===== config.mk =====
export PLATFORM = sky130hd
export DESIGN_NAME = dmem_top
export DESIGN_NICKNAME = d
export VERILOG_FILES = /design/src/rtl/dmem_pkg.sv /design/src/rtl/dmem_req_if.sv /design/src/rtl/dmem_pma.sv /design/src/rtl/dmem_write_buffer.sv /design/src/rtl/dmem_outstanding_fifo.sv /design/src/rtl/dmem_ctrl.sv /design/src/rtl/dmem_top.sv
export VERILOG_INCLUDE_DIRS = /design/src /design/src/rtl
export SDC_FILE = /design/constraint.sdc
export NUM_CORES = 1
export LEC_CHECK = 0
export ABC_AREA = 1
export BUFFER_PORTS_ARGS = -buffer_cell sky130_fd_sc_hd__buf_2
export CAP_MARGIN = 20
export CORE_MARGIN = 8
export CORE_UTILIZATION = 41
export DETAILED_ROUTE_END_ITERATION = 10
export PLACE_DENSITY = 0.81
export SKIP_LAST_GASP = 1
export SYNTH_ARGS = -nofsm -noshare
export SYNTH_HDL_FRONTEND = slang
export SYNTH_SLANG_ARGS = --single-unit

===== constraint.sdc =====
create_clock -name clk -period 4.8 [get_ports clk]
set_input_delay 0 -clock clk [delete_from_list [all_inputs] [get_ports clk]]
set_output_delay 0 -clock clk [all_outputs]
set_load 0.02 [all_outputs]

===== src/rtl/dmem_config.svh =====
//////////////////////////////////////////////////
// Build-time constants for the data memory interface
// Region map and bus depth, included where needed
//////////////////////////////////////////////////

`ifndef DMEM_CONFIG_SVH
`define DMEM_CONFIG_SVH

// Address and data width
`define DMEM_ADDR_W 32

// Region 0, main memory, not bufferable
`define DMEM_R0_BASE 32'h0000_0000
`define DMEM_R0_END 32'h0000_FFFF

// Region 1, peripheral space, bufferable
`define DMEM_R1_BASE 32'h1000_0000
`define DMEM_R1_END 32'h1000_FFFF

// Bus transactions in flight
`define DMEM_OUTST_DEPTH 2

`endif


===== src/rtl/dmem_pkg.sv =====
//////////////////////////////////////////////////
// Shared types for the data memory interface
// Import inside module bodies, scoped names in ports
//////////////////////////////////////////////////

`include "dmem_config.svh"

package dmem_pkg;

  // Memory type bits
  // Bit 0 bufferable, bit 1 cacheable
  typedef logic [1:0] memtype_t;

  localparam int MEMTYPE_BUF_BIT = 0;
  localparam int MEMTYPE_CACHE_BIT = 1;

  //////////////////////////////////////////////////
  // Bus request
  //////////////////////////////////////////////////

  // One data request as it goes out on the bus
  typedef struct packed {
    logic [`DMEM_ADDR_W-1:0] addr;
    logic we;
    logic [3:0] be;
    logic [`DMEM_ADDR_W-1:0] wdata;
    memtype_t memtype;
  } obi_data_req_t;

  //////////////////////////////////////////////////
  // Write buffer and bus tracking
  //////////////////////////////////////////////////

  // Write buffer holds at most one word
  typedef enum logic {
    WBUF_EMPTY,
    WBUF_FULL
  } wbuf_state_e;

  // One issued bus transaction
  // Drop set when the LSU response went out early
  typedef struct packed {
    logic drop;
  } outst_t;

endpackage


===== src/rtl/dmem_req_if.sv =====
//////////////////////////////////////////////////
// Checked LSU request between PMA and control
// Valid/ready handshake with fault flag
//////////////////////////////////////////////////

`timescale 1ns/100ps

interface dmem_req_if ();
  import dmem_pkg::*;

  // Request is on offer
  logic valid;
  // Control block takes it this cycle
  logic ready;
  // Request with its memory type
  obi_data_req_t trans;
  // Address hits no region
  logic fault;

  // PMA side
  modport source (
    output valid, trans, fault,
    input ready
  );

  // Control side
  modport sink (
    input valid, trans, fault,
    output ready
  );

endinterface


===== src/rtl/dmem_pma.sv =====
//////////////////////////////////////////////////
// Fixed region lookup for LSU data requests
// Sets memory type, flags accesses outside all regions
//////////////////////////////////////////////////

`timescale 1ns/100ps

`include "dmem_config.svh"

module dmem_pma (
  dmem_req_if.source pma_o,
  input logic lsu_valid_i,
  input logic [`DMEM_ADDR_W-1:0] lsu_addr_i,
  input logic [`DMEM_ADDR_W-1:0] lsu_wdata_i,
  input logic lsu_we_i,
  input logic [3:0] lsu_be_i
);
  import dmem_pkg::*;

  logic r0_hit;
  logic r1_hit;
  memtype_t memtype;

  //////////////////////////////////////////////////
  // Region match
  //////////////////////////////////////////////////

  // Main memory
  assign r0_hit = (lsu_addr_i >= `DMEM_R0_BASE) && (lsu_addr_i <= `DMEM_R0_END);
  // Peripheral space
  assign r1_hit = (lsu_addr_i >= `DMEM_R1_BASE) && (lsu_addr_i <= `DMEM_R1_END);

  // Memory type per region
  always_comb begin
    memtype = '0;
    if (r0_hit) begin
      // Main memory may be cached, never buffered
      memtype[MEMTYPE_CACHE_BIT] = 1'b1;
    end else if (r1_hit) begin
      // Only writes are buffered, reads must wait for data
      memtype[MEMTYPE_BUF_BIT] = lsu_we_i;
    end
  end

  //////////////////////////////////////////////////
  // Checked request
  //////////////////////////////////////////////////

  assign pma_o.valid = lsu_valid_i;
  // Fault only for a live request
  assign pma_o.fault = lsu_valid_i && !(r0_hit || r1_hit);

  assign pma_o.trans.addr = lsu_addr_i;
  assign pma_o.trans.we = lsu_we_i;
  assign pma_o.trans.be = lsu_be_i;
  assign pma_o.trans.wdata = lsu_wdata_i;
  assign pma_o.trans.memtype = memtype;

endmodule


===== src/rtl/dmem_write_buffer.sv =====
//////////////////////////////////////////////////
// One-word write buffer in front of the data bus
// Stores bufferable writes while the bus stalls
//////////////////////////////////////////////////

`timescale 1ns/100ps

module dmem_write_buffer (
  input logic clk,
  input logic rst_n,

  // Upstream side, from control
  input logic valid_i,
  input dmem_pkg::obi_data_req_t trans_i,
  output logic ready_o,

  // Downstream side, to the bus
  output logic valid_o,
  output dmem_pkg::obi_data_req_t trans_o,
  input logic ready_i
);
  import dmem_pkg::*;

  wbuf_state_e state_q;
  wbuf_state_e state_d;
  obi_data_req_t buf_q;
  logic push;
  logic bufferable;

  // Write to a bufferable region
  assign bufferable = trans_i.memtype[MEMTYPE_BUF_BIT];

  //////////////////////////////////////////////////
  // State machine
  //////////////////////////////////////////////////

  always_comb begin
    state_d = state_q;
    push = 1'b0;
    case (state_q)
      WBUF_EMPTY: begin
        // Bus stalls, park the write
        if (valid_i && bufferable && !ready_i) begin
          push = 1'b1;
          state_d = WBUF_FULL;
        end
      end
      WBUF_FULL: begin
        if (ready_i) begin
          // Stored word leaves, a new write can take its place
          push = valid_i && bufferable;
          state_d = push ? WBUF_FULL : WBUF_EMPTY;
        end
      end
      default: state_d = WBUF_EMPTY;
    endcase
  end

  always_ff @(posedge clk or negedge rst_n) begin
    if (!rst_n) begin
      state_q <= WBUF_EMPTY;
    end else begin
      state_q <= state_d;
    end
  end

  // Stored word
  always_ff @(posedge clk) begin
    if (push) begin
      buf_q <= trans_i;
    end
  end

  //////////////////////////////////////////////////
  // Outputs
  //////////////////////////////////////////////////

  // Stored word goes out ahead of anything new
  assign valid_o = (state_q == WBUF_FULL) || valid_i;
  assign trans_o = (state_q == WBUF_FULL) ? buf_q : trans_i;

  // Full: only a write that refills the freed slot
  // Empty: any write, or anything the bus takes now
  assign ready_o = (state_q == WBUF_FULL) ? (bufferable && ready_i) :
                                            (bufferable || ready_i);

endmodule


===== src/rtl/dmem_outstanding_fifo.sv =====
//////////////////////////////////////////////////
// Tracks issued bus transactions in grant order
// One entry per grant, popped on each bus response
//////////////////////////////////////////////////

`timescale 1ns/100ps

`include "dmem_config.svh"

module dmem_outstanding_fifo (
  input logic clk,
  input logic rst_n,
  input logic push_i,
  input logic pop_i,
  input dmem_pkg::outst_t entry_i,
  output dmem_pkg::outst_t entry_o,
  output logic full_o,
  output logic empty_o,
  output logic live_o
);
  import dmem_pkg::*;

  localparam int DEPTH = `DMEM_OUTST_DEPTH;
  localparam int PTR_W = (DEPTH > 1) ? $clog2(DEPTH) : 1;
  localparam int CNT_W = $clog2(DEPTH + 1);

  outst_t mem_q [DEPTH];
  logic [PTR_W-1:0] wr_ptr_q;
  logic [PTR_W-1:0] rd_ptr_q;
  logic [CNT_W-1:0] cnt_q;
  // Entries without drop flag
  logic [CNT_W-1:0] live_cnt_q;
  logic do_push;
  logic do_pop;

  assign do_push = push_i && !full_o;
  assign do_pop = pop_i && !empty_o;

  // Wrap a pointer at the end of storage
  function automatic logic [PTR_W-1:0] ptr_inc(input logic [PTR_W-1:0] ptr);
    ptr_inc = (ptr == PTR_W'(DEPTH - 1)) ? '0 : ptr + 1'b1;
  endfunction

  always_ff @(posedge clk or negedge rst_n) begin
    if (!rst_n) begin
      wr_ptr_q <= '0;
      rd_ptr_q <= '0;
      cnt_q <= '0;
      live_cnt_q <= '0;
    end else begin
      if (do_push) wr_ptr_q <= ptr_inc(wr_ptr_q);
      if (do_pop) rd_ptr_q <= ptr_inc(rd_ptr_q);
      cnt_q <= cnt_q + CNT_W'(do_push) - CNT_W'(do_pop);
      live_cnt_q <= live_cnt_q + CNT_W'(do_push && !entry_i.drop)
                               - CNT_W'(do_pop && !entry_o.drop);
    end
  end

  // Entry storage
  always_ff @(posedge clk) begin
    if (do_push) mem_q[wr_ptr_q] <= entry_i;
  end

  assign entry_o = mem_q[rd_ptr_q];
  assign full_o = (cnt_q == CNT_W'(DEPTH));
  assign empty_o = (cnt_q == '0);
  assign live_o = (live_cnt_q != '0);

endmodule


===== src/rtl/dmem_ctrl.sv =====
//////////////////////////////////////////////////
// Request acceptance and response steering
// Early responses for buffered writes and faults
//////////////////////////////////////////////////

`timescale 1ns/100ps

module dmem_ctrl (
  input logic clk,
  input logic rst_n,

  // Checked LSU request
  dmem_req_if.sink pma_i,

  // Write buffer
  output logic wb_valid_o,
  output dmem_pkg::obi_data_req_t wb_trans_o,
  input logic wb_ready_i,
  input logic wb_valid_i,
  input dmem_pkg::obi_data_req_t wb_trans_i,
  output logic wb_gnt_o,

  // Bus handshake and response
  input logic obi_gnt_i,
  input logic obi_rvalid_i,
  input logic obi_err_i,
  input logic [31:0] obi_rdata_i,
  output logic obi_req_o,

  // LSU response
  output logic lsu_resp_valid_o,
  output logic lsu_resp_err_o,
  output logic [31:0] lsu_resp_rdata_o
);
  import dmem_pkg::*;

  outst_t fifo_in;
  outst_t fifo_out;
  logic fifo_full;
  logic fifo_empty;
  logic fifo_live;
  logic bufferable;
  logic can_accept;
  logic accept;
  logic imm_valid_q;
  logic imm_err_q;

  //////////////////////////////////////////////////
  // Acceptance
  //////////////////////////////////////////////////

  assign bufferable = pma_i.trans.memtype[MEMTYPE_BUF_BIT];

  // Early responses wait until no bus response can still reach the LSU
  always_comb begin
    if (pma_i.fault) begin
      can_accept = !fifo_live;
    end else if (bufferable) begin
      can_accept = wb_ready_i && !fifo_live;
    end else begin
      // Granted in this very cycle
      can_accept = wb_ready_i;
    end
  end

  assign accept = pma_i.valid && can_accept;
  assign pma_i.ready = accept;

  // Faults never go near the buffer or bus
  assign wb_valid_o = pma_i.valid && !pma_i.fault && (!bufferable || !fifo_live);
  assign wb_trans_o = pma_i.trans;

  //////////////////////////////////////////////////
  // Bus gating and tracking
  //////////////////////////////////////////////////

  // No issue while tracking is full
  assign obi_req_o = wb_valid_i && !fifo_full;
  assign wb_gnt_o = obi_gnt_i && !fifo_full;

  // Response of a buffered write is thrown away later
  assign fifo_in.drop = wb_trans_i.we && wb_trans_i.memtype[MEMTYPE_BUF_BIT];

  dmem_outstanding_fifo outst_fifo_i (
    .clk(clk),
    .rst_n(rst_n),
    .push_i(obi_req_o && obi_gnt_i),
    .pop_i(obi_rvalid_i && !fifo_empty),
    .entry_i(fifo_in),
    .entry_o(fifo_out),
    .full_o(fifo_full),
    .empty_o(fifo_empty),
    .live_o(fifo_live)
  );

  //////////////////////////////////////////////////
  // LSU response
  //////////////////////////////////////////////////

  // Early response one cycle after acceptance
  always_ff @(posedge clk or negedge rst_n) begin
    if (!rst_n) begin
      imm_valid_q <= 1'b0;
      imm_err_q <= 1'b0;
    end else begin
      imm_valid_q <= accept && (pma_i.fault || bufferable);
      imm_err_q <= pma_i.fault;
    end
  end

  // Bus responses pass unless marked for drop
  assign lsu_resp_valid_o = imm_valid_q || (obi_rvalid_i && !fifo_out.drop);
  assign lsu_resp_err_o = imm_valid_q ? imm_err_q : obi_err_i;
  assign lsu_resp_rdata_o = obi_rdata_i;

endmodule


===== src/rtl/dmem_top.sv =====
//////////////////////////////////////////////////
// Data memory interface top level
// LSU requests in, OBI data bus out
//////////////////////////////////////////////////

`timescale 1ns/100ps

`include "dmem_config.svh"

module dmem_top (
  input logic clk,
  input logic rst_n,

  // LSU request
  input logic lsu_req_valid_i,
  input logic [`DMEM_ADDR_W-1:0] lsu_req_addr_i,
  input logic lsu_req_we_i,
  input logic [3:0] lsu_req_be_i,
  input logic [`DMEM_ADDR_W-1:0] lsu_req_wdata_i,
  output logic lsu_req_ready_o,

  // LSU response
  output logic lsu_resp_valid_o,
  output logic [31:0] lsu_resp_rdata_o,
  output logic lsu_resp_err_o,

  // OBI data bus
  output logic obi_req_o,
  input logic obi_gnt_i,
  output logic [`DMEM_ADDR_W-1:0] obi_addr_o,
  output logic obi_we_o,
  output logic [3:0] obi_be_o,
  output logic [`DMEM_ADDR_W-1:0] obi_wdata_o,
  output logic [1:0] obi_memtype_o,
  input logic obi_rvalid_i,
  input logic [31:0] obi_rdata_i,
  input logic obi_err_i
);
  import dmem_pkg::*;

  obi_data_req_t wb_in;
  obi_data_req_t wb_out;
  logic wb_valid_in;
  logic wb_ready;
  logic wb_valid_out;
  logic wb_gnt;

  dmem_req_if req_if ();

  dmem_pma pma_i (
    .pma_o(req_if.source),
    .lsu_valid_i(lsu_req_valid_i),
    .lsu_addr_i(lsu_req_addr_i),
    .lsu_wdata_i(lsu_req_wdata_i),
    .lsu_we_i(lsu_req_we_i),
    .lsu_be_i(lsu_req_be_i)
  );

  dmem_ctrl ctrl_i (
    .clk(clk), .rst_n(rst_n), .pma_i(req_if.sink),
    .wb_valid_o(wb_valid_in), .wb_trans_o(wb_in), .wb_ready_i(wb_ready),
    .wb_valid_i(wb_valid_out), .wb_trans_i(wb_out), .wb_gnt_o(wb_gnt),
    .obi_gnt_i(obi_gnt_i), .obi_rvalid_i(obi_rvalid_i), .obi_err_i(obi_err_i),
    .obi_rdata_i(obi_rdata_i), .obi_req_o(obi_req_o),
    .lsu_resp_valid_o(lsu_resp_valid_o), .lsu_resp_err_o(lsu_resp_err_o),
    .lsu_resp_rdata_o(lsu_resp_rdata_o)
  );

  dmem_write_buffer wbuf_i (
    .clk(clk), .rst_n(rst_n),
    .valid_i(wb_valid_in), .trans_i(wb_in), .ready_o(wb_ready),
    .valid_o(wb_valid_out), .trans_o(wb_out), .ready_i(wb_gnt)
  );

  assign lsu_req_ready_o = req_if.ready;

  // Bus fields straight from the buffer output
  assign obi_addr_o = wb_out.addr;
  assign obi_we_o = wb_out.we;
  assign obi_be_o = wb_out.be;
  assign obi_wdata_o = wb_out.wdata;
  assign obi_memtype_o = wb_out.memtype;

endmodule


==> key figures, run 1 <==
Run status
  • Outcome: completed

STA
  • Setup violators final: 0
  • Fmax: 351 MHz
  • Final Skew: 0.0140 ns
  • RSZ-0062 raised after global routing: no
  • Final hold slack: 0.00000690 ns
  • Fin. max-slew vios: 0
  • Final worst slack: 1.95 ns
  • Count of final hold-check violations: 0
  • Crit share post-route: 59.3%
  • Tmin final: 2.85 ns
  • Slew headroom: 54.2%
  • Setup_tns: 0 ns
  • Measured slew at the worst slew-check pin: 0.685 ns

Worst setup path
  • Crit path capture: wbuf_i.buf_q[45]$_DFFE_PP_
  • Worst setup path start: wbuf_i.state_q$_DFF_PN0_
  • Capturing point of the worst reg2reg path: wbuf_i.buf_q[45]$_DFFE_PP_
  • CP endpoint kind: flop
  • Worst EP required: 4.79 ns
  • Critical Path AT: 2.83 ns
  • Worst R2R Start: wbuf_i.state_q$_DFF_PN0_
  • Reg2Reg Setup Slack: 1.95 ns
  • CP max FO: 47
  • Nature of the critical path startpoint: flop
  • Crit Path Category: reg -> reg
  • Worst-case reg-to-reg path depth: 5

Logic synthesis
  • Post-Synthesis Net Count: 536
  • Cell taking the most area after synthesis: edfxtp_1
  • Leading register cell type out of synthesis: edfxtp_1
  • Flop and latch count out of synthesis: 82
  • Post-synth top area share: 55.1%
  • Yosys cell types: 25
  • Cell count after synthesis: 425
  • EDFF count, synth: 73
  • YS warnings: 0
  • Most instantiated cells after synthesis: nand2_1, edfxtp_1, buf_4, inv_1
  • Part of the Yosys area used for sequential elements: 60.7%
  • Avg Synthesized Cell Area: 9.36 µm²
  • Asr flop ratio synth: 11.0%
  • Top-count cell post-synth: nand2_1
  • Synth top area cells: edfxtp_1, nand2_1, buf_4, dfrtp_1, inv_1
  • Mapped cell area: 3980 µm²

Placed design
  • DP Wirelength: 7.44 mm
  • Worst slack, placed: 1.95 ns
  • Gpl congestion: 0.826
  • Placed Area: 4620 µm²
  • Port Buffers: 149
  • Inst Count DP: 662

Clocking
  • Clk buf depth: 2
  • Root Buffer: clkbuf_8
  • TritonCTS Buffers: 9
  • Postcts setup bufs: 0
  • Post_cts resized: 0
  • CTS tree: built
  • Clk slew on worst S/H paths: 0.08 ns
  • H-Tree Level Count: 3
  • Worst-Skew Late Latency: 0.36 ns
  • Clk sinks: 82

Drt
  • Drt wl/cell: 15.5 µm
  • Initial DRC count: 281
  • Final ANT Viol Nets: 0
  • Vias per cell: 4.67
  • Vias after detailed routing: 3500
  • Drt pass-1 iters: 5
  • WL final: 11.6 mm
  • # DRC: 0

Layout
  • Finished Core Util: 57.8%
  • Non-Filler Instances: 750
  • Area delta synth->final: 39.2%
  • Post-route cell area: 5540 µm²
  • Filler cells: 792
  • Antenna Cells: 0
  • Fraction of layout cells with a size suffix above 1: 29.7%
  • Post-layout net count: 723

Floorplanning
  • Initial Util: 41.5%
  • IO Count: 214
  • Core box area: 9590 µm²
  • Die area: 13100 µm²
  • Rows: 36
  • Die Wd: 115 µm
  • Height of the die: 115 µm

Global routing
  • GR Util met2: 30.0%
  • M3 GR Usage: 5.75%
  • First-pass GRT wire length: 17.9 mm
  • Global route total overflow: 0
  • Antenna violations before repair: 0
  • Pin count of the biggest net entering global routing: 49
  • GR Util All Layers: 17.6%
  • Vias in the first global route: 3541
  • Top Usage Layer GRT: met2
  • GR Layer Usage met1: 18.3%

Worst hold path
  • WHS Path Cells: 0
  • Hold Path Class: in -> out

Flow run
  • Max-Cap Viols: 0

Power
  • P_leak: 2.65 nW
  • Tot Pwr: 1.63 mW
  • Peak VDD IR: 134 µV
  • Pwr/cell area: 294 nW/µm²
==> per-layer routing <==
metal	vias to the layer above	routed length, µm
met1	1576	4340
met5	-	0
met4	0	463
li1	1689	-
met2	190	5660
met3	45	1170
==> area by class of cell <==
cell class / instances / area, µm² / share of cell area [%]
multi-input cells: 274 / 1190 / 21.4
clock buffers: 9 / 124 / 2.24
well taps: 133 / 166 / 3.00
flip-flops and latches: 82 / 2420 / 43.6
inverters: 21 / 78.8 / 1.42
repair buffers: 224 / 1490 / 26.9
clock inverters: 7 / 78.8 / 1.42
==> flip-flops by register name, indices dropped and copies added (netlist names), 2 cells and up <==
signal / flops
ctrl_i.outst_fifo_i.cnt_q: 2
ctrl_i.outst_fifo_i.mem_q: 2
ctrl_i.outst_fifo_i.live_cnt_q: 2
wbuf_i.buf_q: 71
==> worst min-delay path by stage <==
stage / start / to / slack (ns)
finish: obi_rdata_i[22] / lsu_resp_rdata_o[22] / 0.000007
CTS: obi_rdata_i[18] / lsu_resp_rdata_o[18] / 0.0001
detailed placement: rst_n / ctrl_i.outst_fifo_i.rd_ptr_q$_DFFE_PN0P_ / -0.13
floorplan: rst_n / ctrl_i.imm_err_q$_DFF_PN0_ / -0.30
global placement: rst_n / ctrl_i.outst_fifo_i.rd_ptr_q$_DFFE_PN0P_ / -0.14
global route: obi_rdata_i[22] / lsu_resp_rdata_o[22] / 0.00005
==> power by group <==
part	switching (mW)	leakage, nW	internal, mW
logic	0.172	1.80	0.137
registers	0.0163	0.757	0.800
clock network	0.263	0.0921	0.244
==> cell usage in the layout (no fill, tap or decap), types with 3 or more instances in the layout <==
cell type      synthesis  layout
nor2_1                11      10
o21ai_0                3       3
dfrtp_1                9       8
buf_4                 33       3
clkinvlp_4             0       3
xnor2_1                3       3
nor2_4                 2       3
buf_2                  1     149
inv_1                 21      20
dlygate4sd3_1          0      72
nand2_2                3       3
clkbuf_8               0       9
ha_1                   4       4
edfxtp_1              73      73
nand3_1                6       6
nand2_1              229     229
==> cells by family (layout without fill, tap and decap cells) <==
kind of cell | count (synthesis) | after routing | synth area share [%]
buffers and inverters | 69 | 261 | 9.65
xor gates and xnor gates | 5 | 5 | 1.10
AOI/OAI and AO/OA | 8 | 8 | 1.26
and+or+nand+nor | 257 | 257 | 26.0
adders and majority gates | 4 | 4 | 1.26
DFF | 82 | 82 | 60.7
==> worst max-delay path, cell delays in order (launching register included) <==
cell and delay [ns]:
dfrtp_2 0.65, buf_4 0.37, nand2_1 0.16, inv_1 0.08, nor2_4 0.55, buf_4 0.61
==> what timing repair did <==
item                       CTS  global route
hold buffers                72             0
hold endpoints to repair    81             0
setup endpoints to repair    0             0
No activity file was read; power rests on OpenSTA's default activity.
==> run 2: changes to the inputs <==
Settings changed: ABC_AREA 1 to 0.
Clock period 4.8 ns to 2.5 ns, I/O delays scaled along.
==> run 2 against run 1 <==
- utilization increased by 0.33 points
- combinational power increased by 110%
- first-iteration DRC count decreased by 58%
- critical path type is now in -> reg
- sequential share of layout area decreased by 0.20 points
- global-route usage decreased by 1.4 points
- critical path depth increased by 7
- synthesized cell count decreased by 40%
- worst hold slack about the same
- die area decreased by 0.16%
- area after synthesis decreased by 0.19%
- non-clock buffer count unchanged
- final cell count decreased by 22%
==> key figures, run 2 <==
Run status
  • Outcome: completed

Worst setup path
  • Crit Path Category: in -> reg
  • CP max FO: 4 (-91%)
  • Reg2Reg Setup Slack: 0.48 ns (-1.47 ns)
  • Nature of the critical path startpoint: input pin
  • Worst EP required: 2.77 ns (-2.02 ns)
  • Slowest cell on the critical path: dlygate4sd3_1
  • Critical Path AT: 2.58 ns (-0.25 ns)
  • WP buf/inv: 4 (+1)
  • Capturing point of the worst reg2reg path: ctrl_i.outst_fifo_i.cnt_q[1]$_DFF_PN0_
  • Cell family with most CP delay: buffers and inverters
  • Critical path's largest stage delay: 0.54 ns (-0.11 ns)
  • CP Cell Sequence: dlygate4sd3_1 -> buf_2 -> nor3_1 -> buf_4 -> and4_2 -> a21oi_1 -> or2_1 -> ha_1 -> inv_1 -> ha_1 -> xnor2_1 -> xnor2_1
  • Worst R2R Start: ctrl_i.outst_fifo_i.live_cnt_q[0]$_DFF_PN0_
  • CP endpoint kind: flop
  • Worst-case reg-to-reg path depth: 9 (+4)

Clocking
  • Hold_buf cts: 71 (-1.4%)
  • H-Tree Level Count: 3 (unchanged)
  • CTS tree: built
  • Worst-Skew Late Latency: 0.35 ns (about the same)
  • Clk slew on worst S/H paths: 0.07 ns (about the same)
  • Clk sinks: 82 (unchanged)
  • Root Buffer: clkbuf_8
  • Post_cts resized: 0 (unchanged)
  • TritonCTS Buffers: 9 (unchanged)
  • Clk buf depth: 2 (unchanged)
  • Postcts setup bufs: 0 (unchanged)

Drt
  • Vias after detailed routing: 2818 (-19%)
  • Drt pass-1 iters: 4 (-1)
  • Final ANT Viol Nets: 0 (unchanged)
  • Vias per cell: 4.80 (+2.9%)
  • Initial DRC count: 118 (-58%)
  • Drt wl/cell: 17.7 µm (+14%)
  • # DRC: 0 (unchanged)
  • WL final: 10.4 mm (-11%)

Floorplanning
  • Die area: 13100 µm² (-0.16%)
  • IO Count: 214 (unchanged)
  • Rows: 36 (unchanged)
  • Die Wd: 114 µm (about the same)
  • Height of the die: 114 µm (about the same)
  • Core box area: 9590 µm² (unchanged)
  • Initial Util: 41.4% (-0.078 points)

Power
  • Tot Pwr: 3.15 mW (+93%)
  • P_leak: 2.21 nW (-16%)
  • Peak VDD IR: 334 µV (+150%)
  • Pwr/cell area: 565 nW/µm² (+92%)

Logic synthesis
  • Asr flop ratio synth: 11.0% (unchanged)
  • Part of the Yosys area used for sequential elements: 60.9% (+0.11 points)
  • Cell count after synthesis: 256 (-40%)
  • Post-synth top area share: 55.2% (+0.10 points)
  • Yosys cell types: 36 (+44%)
  • Most instantiated cells after synthesis: edfxtp_1, mux2_2, buf_4, dfrtp_1, clkbuf_1
  • Synth top area cells: edfxtp_1, mux2_2, buf_4, dfrtp_1, nor4_4
  • Cell taking the most area after synthesis: edfxtp_1
  • Post-Synthesis Net Count: 367 (-32%)
  • YS warnings: 0 (unchanged)
  • Mapped cell area: 3970 µm² (-0.19%)
  • EDFF count, synth: 73 (unchanged)
  • Leading register cell type out of synthesis: edfxtp_1
  • Flop and latch count out of synthesis: 82 (unchanged)
  • Avg Synthesized Cell Area: 15.5 µm² (+66%)
  • Top-count cell post-synth: edfxtp_1

Layout
  • Commonest non-fill, non-tap cells in the layout: buf_2, edfxtp_1, dlygate4sd3_1
  • Fraction of layout cells with a size suffix above 1: 54.6% (+25 points)
  • Area delta synth->final: 40.3%
  • Filler cells: 723 (-8.7%)
  • Max FFs per register: 71 (unchanged)
  • Commonest non-fill, non-tap cell in the layout: buf_2
  • Post-route cell area: 5570 µm² (+0.56%)
  • Antenna Cells: 0 (unchanged)
  • Finished Core Util: 58.1% (+0.33 points)
  • Top reg by flops: wbuf_i.buf_q
  • Post-layout net count: 560 (-23%)

Global routing
  • Vias in the first global route: 3140 (-11%)
  • Pin count of the biggest net entering global routing: 63 (+29%)
  • Antenna violations before repair: 0 (unchanged)
  • Global route total overflow: 0 (unchanged)
  • GR Util All Layers: 16.2% (-1.4 points)
  • First-pass GRT wire length: 16.6 mm (-7.7%)

STA
  • Measured slew at the worst slew-check pin: 0.633 ns (-0.0519 ns)
  • Fin. max-slew vios: 0 (unchanged)
  • Final worst slack: 0.189 ns (-1.76 ns)
  • Slew headroom: 57.8% (+3.6 points)
  • Tmin final: 2.31 ns
  • Count of final hold-check violations: 0 (unchanged)
  • RSZ-0062 raised after global routing: no
  • Final Skew: 0.00884 ns (-0.00518 ns)
  • Fmax: 433 MHz
  • Setup violators final: 0 (unchanged)
  • Crit share post-route: 92.4%

Placed design
  • Placed Area: 4680 µm² (+1.2%)
  • Gpl congestion: 0.834 (+0.97%)
  • DP Wirelength: 6.68 mm (-10%)
  • Worst slack, placed: 0.377 ns (-1.58 ns)
  • Port Buffers: 149 (unchanged)

Worst hold path
  • Hold wc startpoint: obi_rdata_i[14]
  • Hold Path Class: in -> out
  • Hold EP: lsu_resp_rdata_o[14]
  • WHS Path Cells: 0 (unchanged)

Flow run
  • Max-Cap Viols: 0 (unchanged)
## run 2: cell count changes after synthesis, moves of 4 or more
| cell | before | now |
|---|---|---|
| nand3_1 | 6 | 2 |
| inv_1 | 21 | 5 |
| nor2_1 | 11 | 4 |
| nand2_1 | 229 | 6 |
| mux2_2 | 0 | 70 |
## run 2: worst register-to-register path, delay by kind of cell (launching register included)
family                   cells  cell delay (ns)
AND/OR/NAND/NOR              2             0.48
flip-flops                   1             0.39
buffers and inverters        1             0.04
AO/OA/AOI/OAI                2             0.29
adder cells (fa/ha/maj)      2             0.44
XOR/XNOR                     2             0.31
## run 2: final cells by class
type | count | area [µm²] | area share (%)
clock inverter | 5 | 55.1 | 0.988
sequential | 82 | 2420 | 43.4
tap | 133 | 166 | 2.99
timing repair buffer | 224 | 1500 | 26.9
multi-input combinational | 127 | 1280 | 23.0
inverter | 5 | 18.8 | 0.337
clock buffer | 11 | 131 | 2.36
## run 2: report_power, final
group	leakage, nW	switching, mW	internal, mW
combinational	1.36	0.317	0.326
clock	0.0909	0.463	0.459
sequential	0.761	0.0446	1.54
total	2.21	0.825	2.32
## run 2: worst max-delay path by stage
stage          cells after the start                                     end  slack, ns                              startpoint
5_1_grt                            3                         obi_wdata_o[24]       0.07                wbuf_i.state_q$_DFF_PN0_
6_report                          12  ctrl_i.outst_fifo_i.cnt_q[1]$_DFF_PN0_       0.19                      lsu_req_addr_i[19]
3_3_place_gp                      10  ctrl_i.outst_fifo_i.cnt_q[1]$_DFF_PN0_       0.46                      lsu_req_addr_i[31]
4_1_cts                           12  ctrl_i.outst_fifo_i.cnt_q[1]$_DFF_PN0_       0.20                      lsu_req_addr_i[19]
2_1_floorplan                      5               wbuf_i.buf_q[0]$_DFFE_PP_      -0.49  ctrl_i.outst_fifo_i.cnt_q[1]$_DFF_PN0_
3_5_place_dp                      11  ctrl_i.outst_fifo_i.cnt_q[1]$_DFF_PN0_       0.38                      lsu_req_addr_i[19]
## run 2: through the flow
step                setup TNS, ns  instances  hold WS (ns)
CTS                             0        587      0.000137
detailed placement              0        500        -0.124
global placement                0        500        -0.134
global route                    0        587     0.0000293
finish                          0        587    0.00000648
floorplan                  -34.58        256        -0.296
## run 2: logic make-up after synthesis
logic type,synth area share (%)
buf+inv,7.91
mux,20.1
xor+xnor,1.32
compound gates,2.77
fa+ha+maj,1.51
simple gates,5.54
flops,60.9
## run 2: layer usage
| metal | wire, µm | part of all wire, % | vias up | global-route usage, % |
|---|---|---|---|---|
| met5 | 0 | 0 | - | 0 |
| met4 | 112 | 1.1 | 0 | 5.59 |
| met3 | 1180 | 11 | 22 | 7.96 |
| met2 | 5080 | 49 | 131 | 26.7 |
| met1 | 4010 | 39 | 1339 | 17.7 |
| li1 | - | - | 1326 | - |
==> run 3: changes to the inputs <==
Settings changed: RECOVER_POWER set to 50.
==> run 3 against run 2 <==
- routed wire length decreased by 0.17%
- critical endpoint unchanged
- utilization down 0.99 points
- sequential share of layout area is 0.75 points higher
- largest power group unchanged
- non-clock buffer count is the same
- flip-flop and latch count is the same
- global-route usage is the same
- register-to-register slack about the same
- setup slack got worse by 0.049 ns
- final cell count unchanged
==> key figures, run 3 (synthesized netlist as in run 2, its figures left out) <==
Worst setup path
  • Worst R2R Start: ctrl_i.outst_fifo_i.live_cnt_q[0]$_DFF_PN0_
  • Stages on worst setup path: 12 (unchanged)
  • CP endpoint kind: flop
  • Critical Path AT: 2.63 ns (+0.05 ns)
  • Worst EP required: 2.77 ns (about the same)
  • Crit Path Category: in -> reg
  • Nature of the critical path startpoint: input pin
  • WP buf/inv: 4 (unchanged)
  • Worst setup path start: lsu_req_addr_i[19]
  • Reg2Reg Setup Slack: 0.48 ns (about the same)
  • Capturing point of the worst reg2reg path: ctrl_i.outst_fifo_i.cnt_q[1]$_DFF_PN0_
  • Slowest cell on the critical path: dlygate4sd3_1
  • CP max FO: 4 (unchanged)
  • Worst-case reg-to-reg path depth: 9 (unchanged)
  • CP Cell Sequence: dlygate4sd3_1 -> clkbuf_1 -> nor3_1 -> clkbuf_1 -> and4_1 -> a21oi_1 -> or2_1 -> ha_1 -> inv_1 -> ha_1 -> xnor2_1 -> xnor2_1
  • Cell family with most CP delay: buffers and inverters
  • Critical path's largest stage delay: 0.54 ns (about the same)

Power
  • Sequential Power Share: 50.5% (+0.2 points)
  • Clock power share: 29.5% (+0.2 points)
  • Peak VDD IR: 335 µV (+0.22%)
  • Net Sw Power: 829 µW (+0.48%)
  • Switching share of power: 26.4% (+0.25 points)
  • Cell-internal power: 2.31 mW (-0.83%)
  • Pwr/cell area: 572 nW/µm² (+1.2%)
  • Tot Pwr: 3.13 mW (-0.49%)
  • Comb pwr share: 20.0% (-0.4 points)
  • P_leak: 2.01 nW (-9.2%)

Clocking
  • CTS tree: built
  • H-Tree Level Count: 3 (unchanged)
  • Worst-Skew Late Latency: 0.35 ns (about the same)
  • TritonCTS Buffers: 9 (unchanged)
  • Root Buffer: clkbuf_8
  • Postcts setup bufs: 0 (unchanged)
  • Clk slew on worst S/H paths: 0.07 ns (about the same)
  • Clk sinks: 82 (unchanged)
  • Clk buf depth: 2 (unchanged)

Placed design
  • Inst Count DP: 500 (unchanged)
  • DP Wirelength: 6.68 mm (unchanged)
  • Gpl congestion: 0.834 (unchanged)
  • Port Buffers: 149 (unchanged)

Floorplanning
  • IO Count: 214 (unchanged)
  • Die area: 13100 µm² (unchanged)
  • Initial Util: 41.4% (unchanged)
  • Height of the die: 114 µm (unchanged)
  • Rows: 36 (unchanged)
  • Die Wd: 114 µm (unchanged)
  • Core box area: 9590 µm² (unchanged)

STA
  • Crit share post-route: 94.4% (+2.0 points)
  • Tmin final: 2.36 ns (+0.0491 ns)
  • RSZ-0062 raised after global routing: no
  • Setup_tns: 0 ns (unchanged)
  • Fmax: 424 MHz (-2.1%)
  • Slew headroom: 56.8% (-0.95 points)
  • Count of final hold-check violations: 0 (unchanged)
  • Final Skew: 0.00868 ns (-0.000159 ns)
  • Measured slew at the worst slew-check pin: 0.647 ns (+0.0142 ns)
  • Fin. max-slew vios: 0 (unchanged)
  • Setup violators final: 0 (unchanged)

Drt
  • Vias per cell: 4.84 (+0.82%)
  • Initial DRC count: 145 (+23%)
  • # DRC: 0 (unchanged)
  • Vias after detailed routing: 2841 (+0.82%)
  • Drt wl/cell: 17.7 µm (-0.17%)
  • Drt pass-1 iters: 4 (unchanged)
  • Final ANT Viol Nets: 0 (unchanged)
  • WL final: 10.4 mm (-0.17%)

Worst hold path
  • Hold Path Class: in -> out
  • WHS Path Cells: 0 (unchanged)
  • Hold wc startpoint: obi_rdata_i[14]
  • Hold EP: lsu_resp_rdata_o[14]

Global routing
  • Antenna violations before repair: 0 (unchanged)
  • Pin count of the biggest net entering global routing: 63 (unchanged)
  • GR Util All Layers: 16.2% (unchanged)
  • Vias in the first global route: 3140 (unchanged)
  • Global route total overflow: 0 (unchanged)
  • First-pass GRT wire length: 16.6 mm (unchanged)

Layout
  • Antenna Cells: 0 (unchanged)
  • Non-Filler Instances: 587 (unchanged)
  • Commonest non-fill, non-tap cell in the layout: buf_2
  • Top reg by flops: wbuf_i.buf_q
  • Post-layout net count: 560 (unchanged)
  • Commonest non-fill, non-tap cells in the layout: buf_2, clkbuf_1, edfxtp_1
  • Area delta synth->final: 37.9%
  • Area occupied by multi-input gates: 1280 µm² (about the same)
  • Fraction of layout cells with a size suffix above 1: 38.3% (-16 points)
  • Filler cells: 761 (+5.3%)
  • Max FFs per register: 71 (unchanged)
  • FF+latch area: 2420 µm² (unchanged)

Flow run
  • Max-Cap Viols: 0 (unchanged)

Run status
  • Outcome: completed
## run 3: changes by cell type in the layout (fill, tap and decap cells not counted), sizes merged
| cell | change |
|---|---|
| clkbuf | +73 |
| buf | -73 |
## run 3: per-stage QoR
stage	hold slack, ns	util [%]	worst slack [ns]	instance area [µm²]
2_1_floorplan	-0.296	-	-0.487	4020
3_3_place_gp	-0.134	48.7	0.457	4680
3_5_place_dp	-0.124	48.7	0.377	4680
4_1_cts	0.000137	58.1	0.198	5570
5_1_grt	0.0000293	57.1	0.0376	5480
6_report	0.00000648	57.1	0.140	5480
## run 3: area by class of cell
type	count	share of cell area, %
Tap cell	133	3.04
Inverter	5	0.343
Clock inverter	5	1.01
Clock buffer	11	2.40
Multi-Input combinational cell	127	23.4
Sequential cell	82	44.2
Timing Repair Buffer	224	25.7
## run 3: worst reg2reg max path, cell delays in order, from the launching register on
cell	delay (ns)
dfrtp_1	0.39
nor2_1	0.23
o21a_1	0.17
a21oi_1	0.12
or2_1	0.25
ha_1	0.27
inv_1	0.04
ha_1	0.17
xnor2_1	0.17
xnor2_1	0.14
## run 3: power groups by stage
stage | Combinational (mW) | Clock (mW) | Sequential (mW)
after CTS | 0.644 | 0.960 | 1.58
final | 0.626 | 0.924 | 1.58
after floorplan | 0.446 | 0 | 1.61
after global routing | 0.683 | 1.01 | 1.59
after detailed placement | 0.555 | 0 | 1.62
after global placement | 0.540 | 0 | 1.61
## run 3: how the worst max path moves through the flow
stage / to
after global routing: ctrl_i.outst_fifo_i.cnt_q[1]$_DFF_PN0_
final: ctrl_i.outst_fifo_i.cnt_q[1]$_DFF_PN0_
after CTS: ctrl_i.outst_fifo_i.cnt_q[1]$_DFF_PN0_
after floorplan: wbuf_i.buf_q[0]$_DFFE_PP_
after detailed placement: ctrl_i.outst_fifo_i.cnt_q[1]$_DFF_PN0_
after global placement: ctrl_i.outst_fifo_i.cnt_q[1]$_DFF_PN0_
## run 3: metal layers
metal | GRT usage, % | vias to the layer above | routed length (µm)
li1 | - | 1323 | -
met1 | 17.7 | 1352 | 3990
met2 | 26.7 | 143 | 5030
met3 | 7.96 | 23 | 1210
met4 | 5.59 | 0 | 129
met5 | 0 | - | 0
## run 3: what timing repair did
action | 4_1_cts | 5_1_grt
resized for setup | 0 | 0
hold buffers | 71 | 0
hold endpoints to repair | 81 | 0
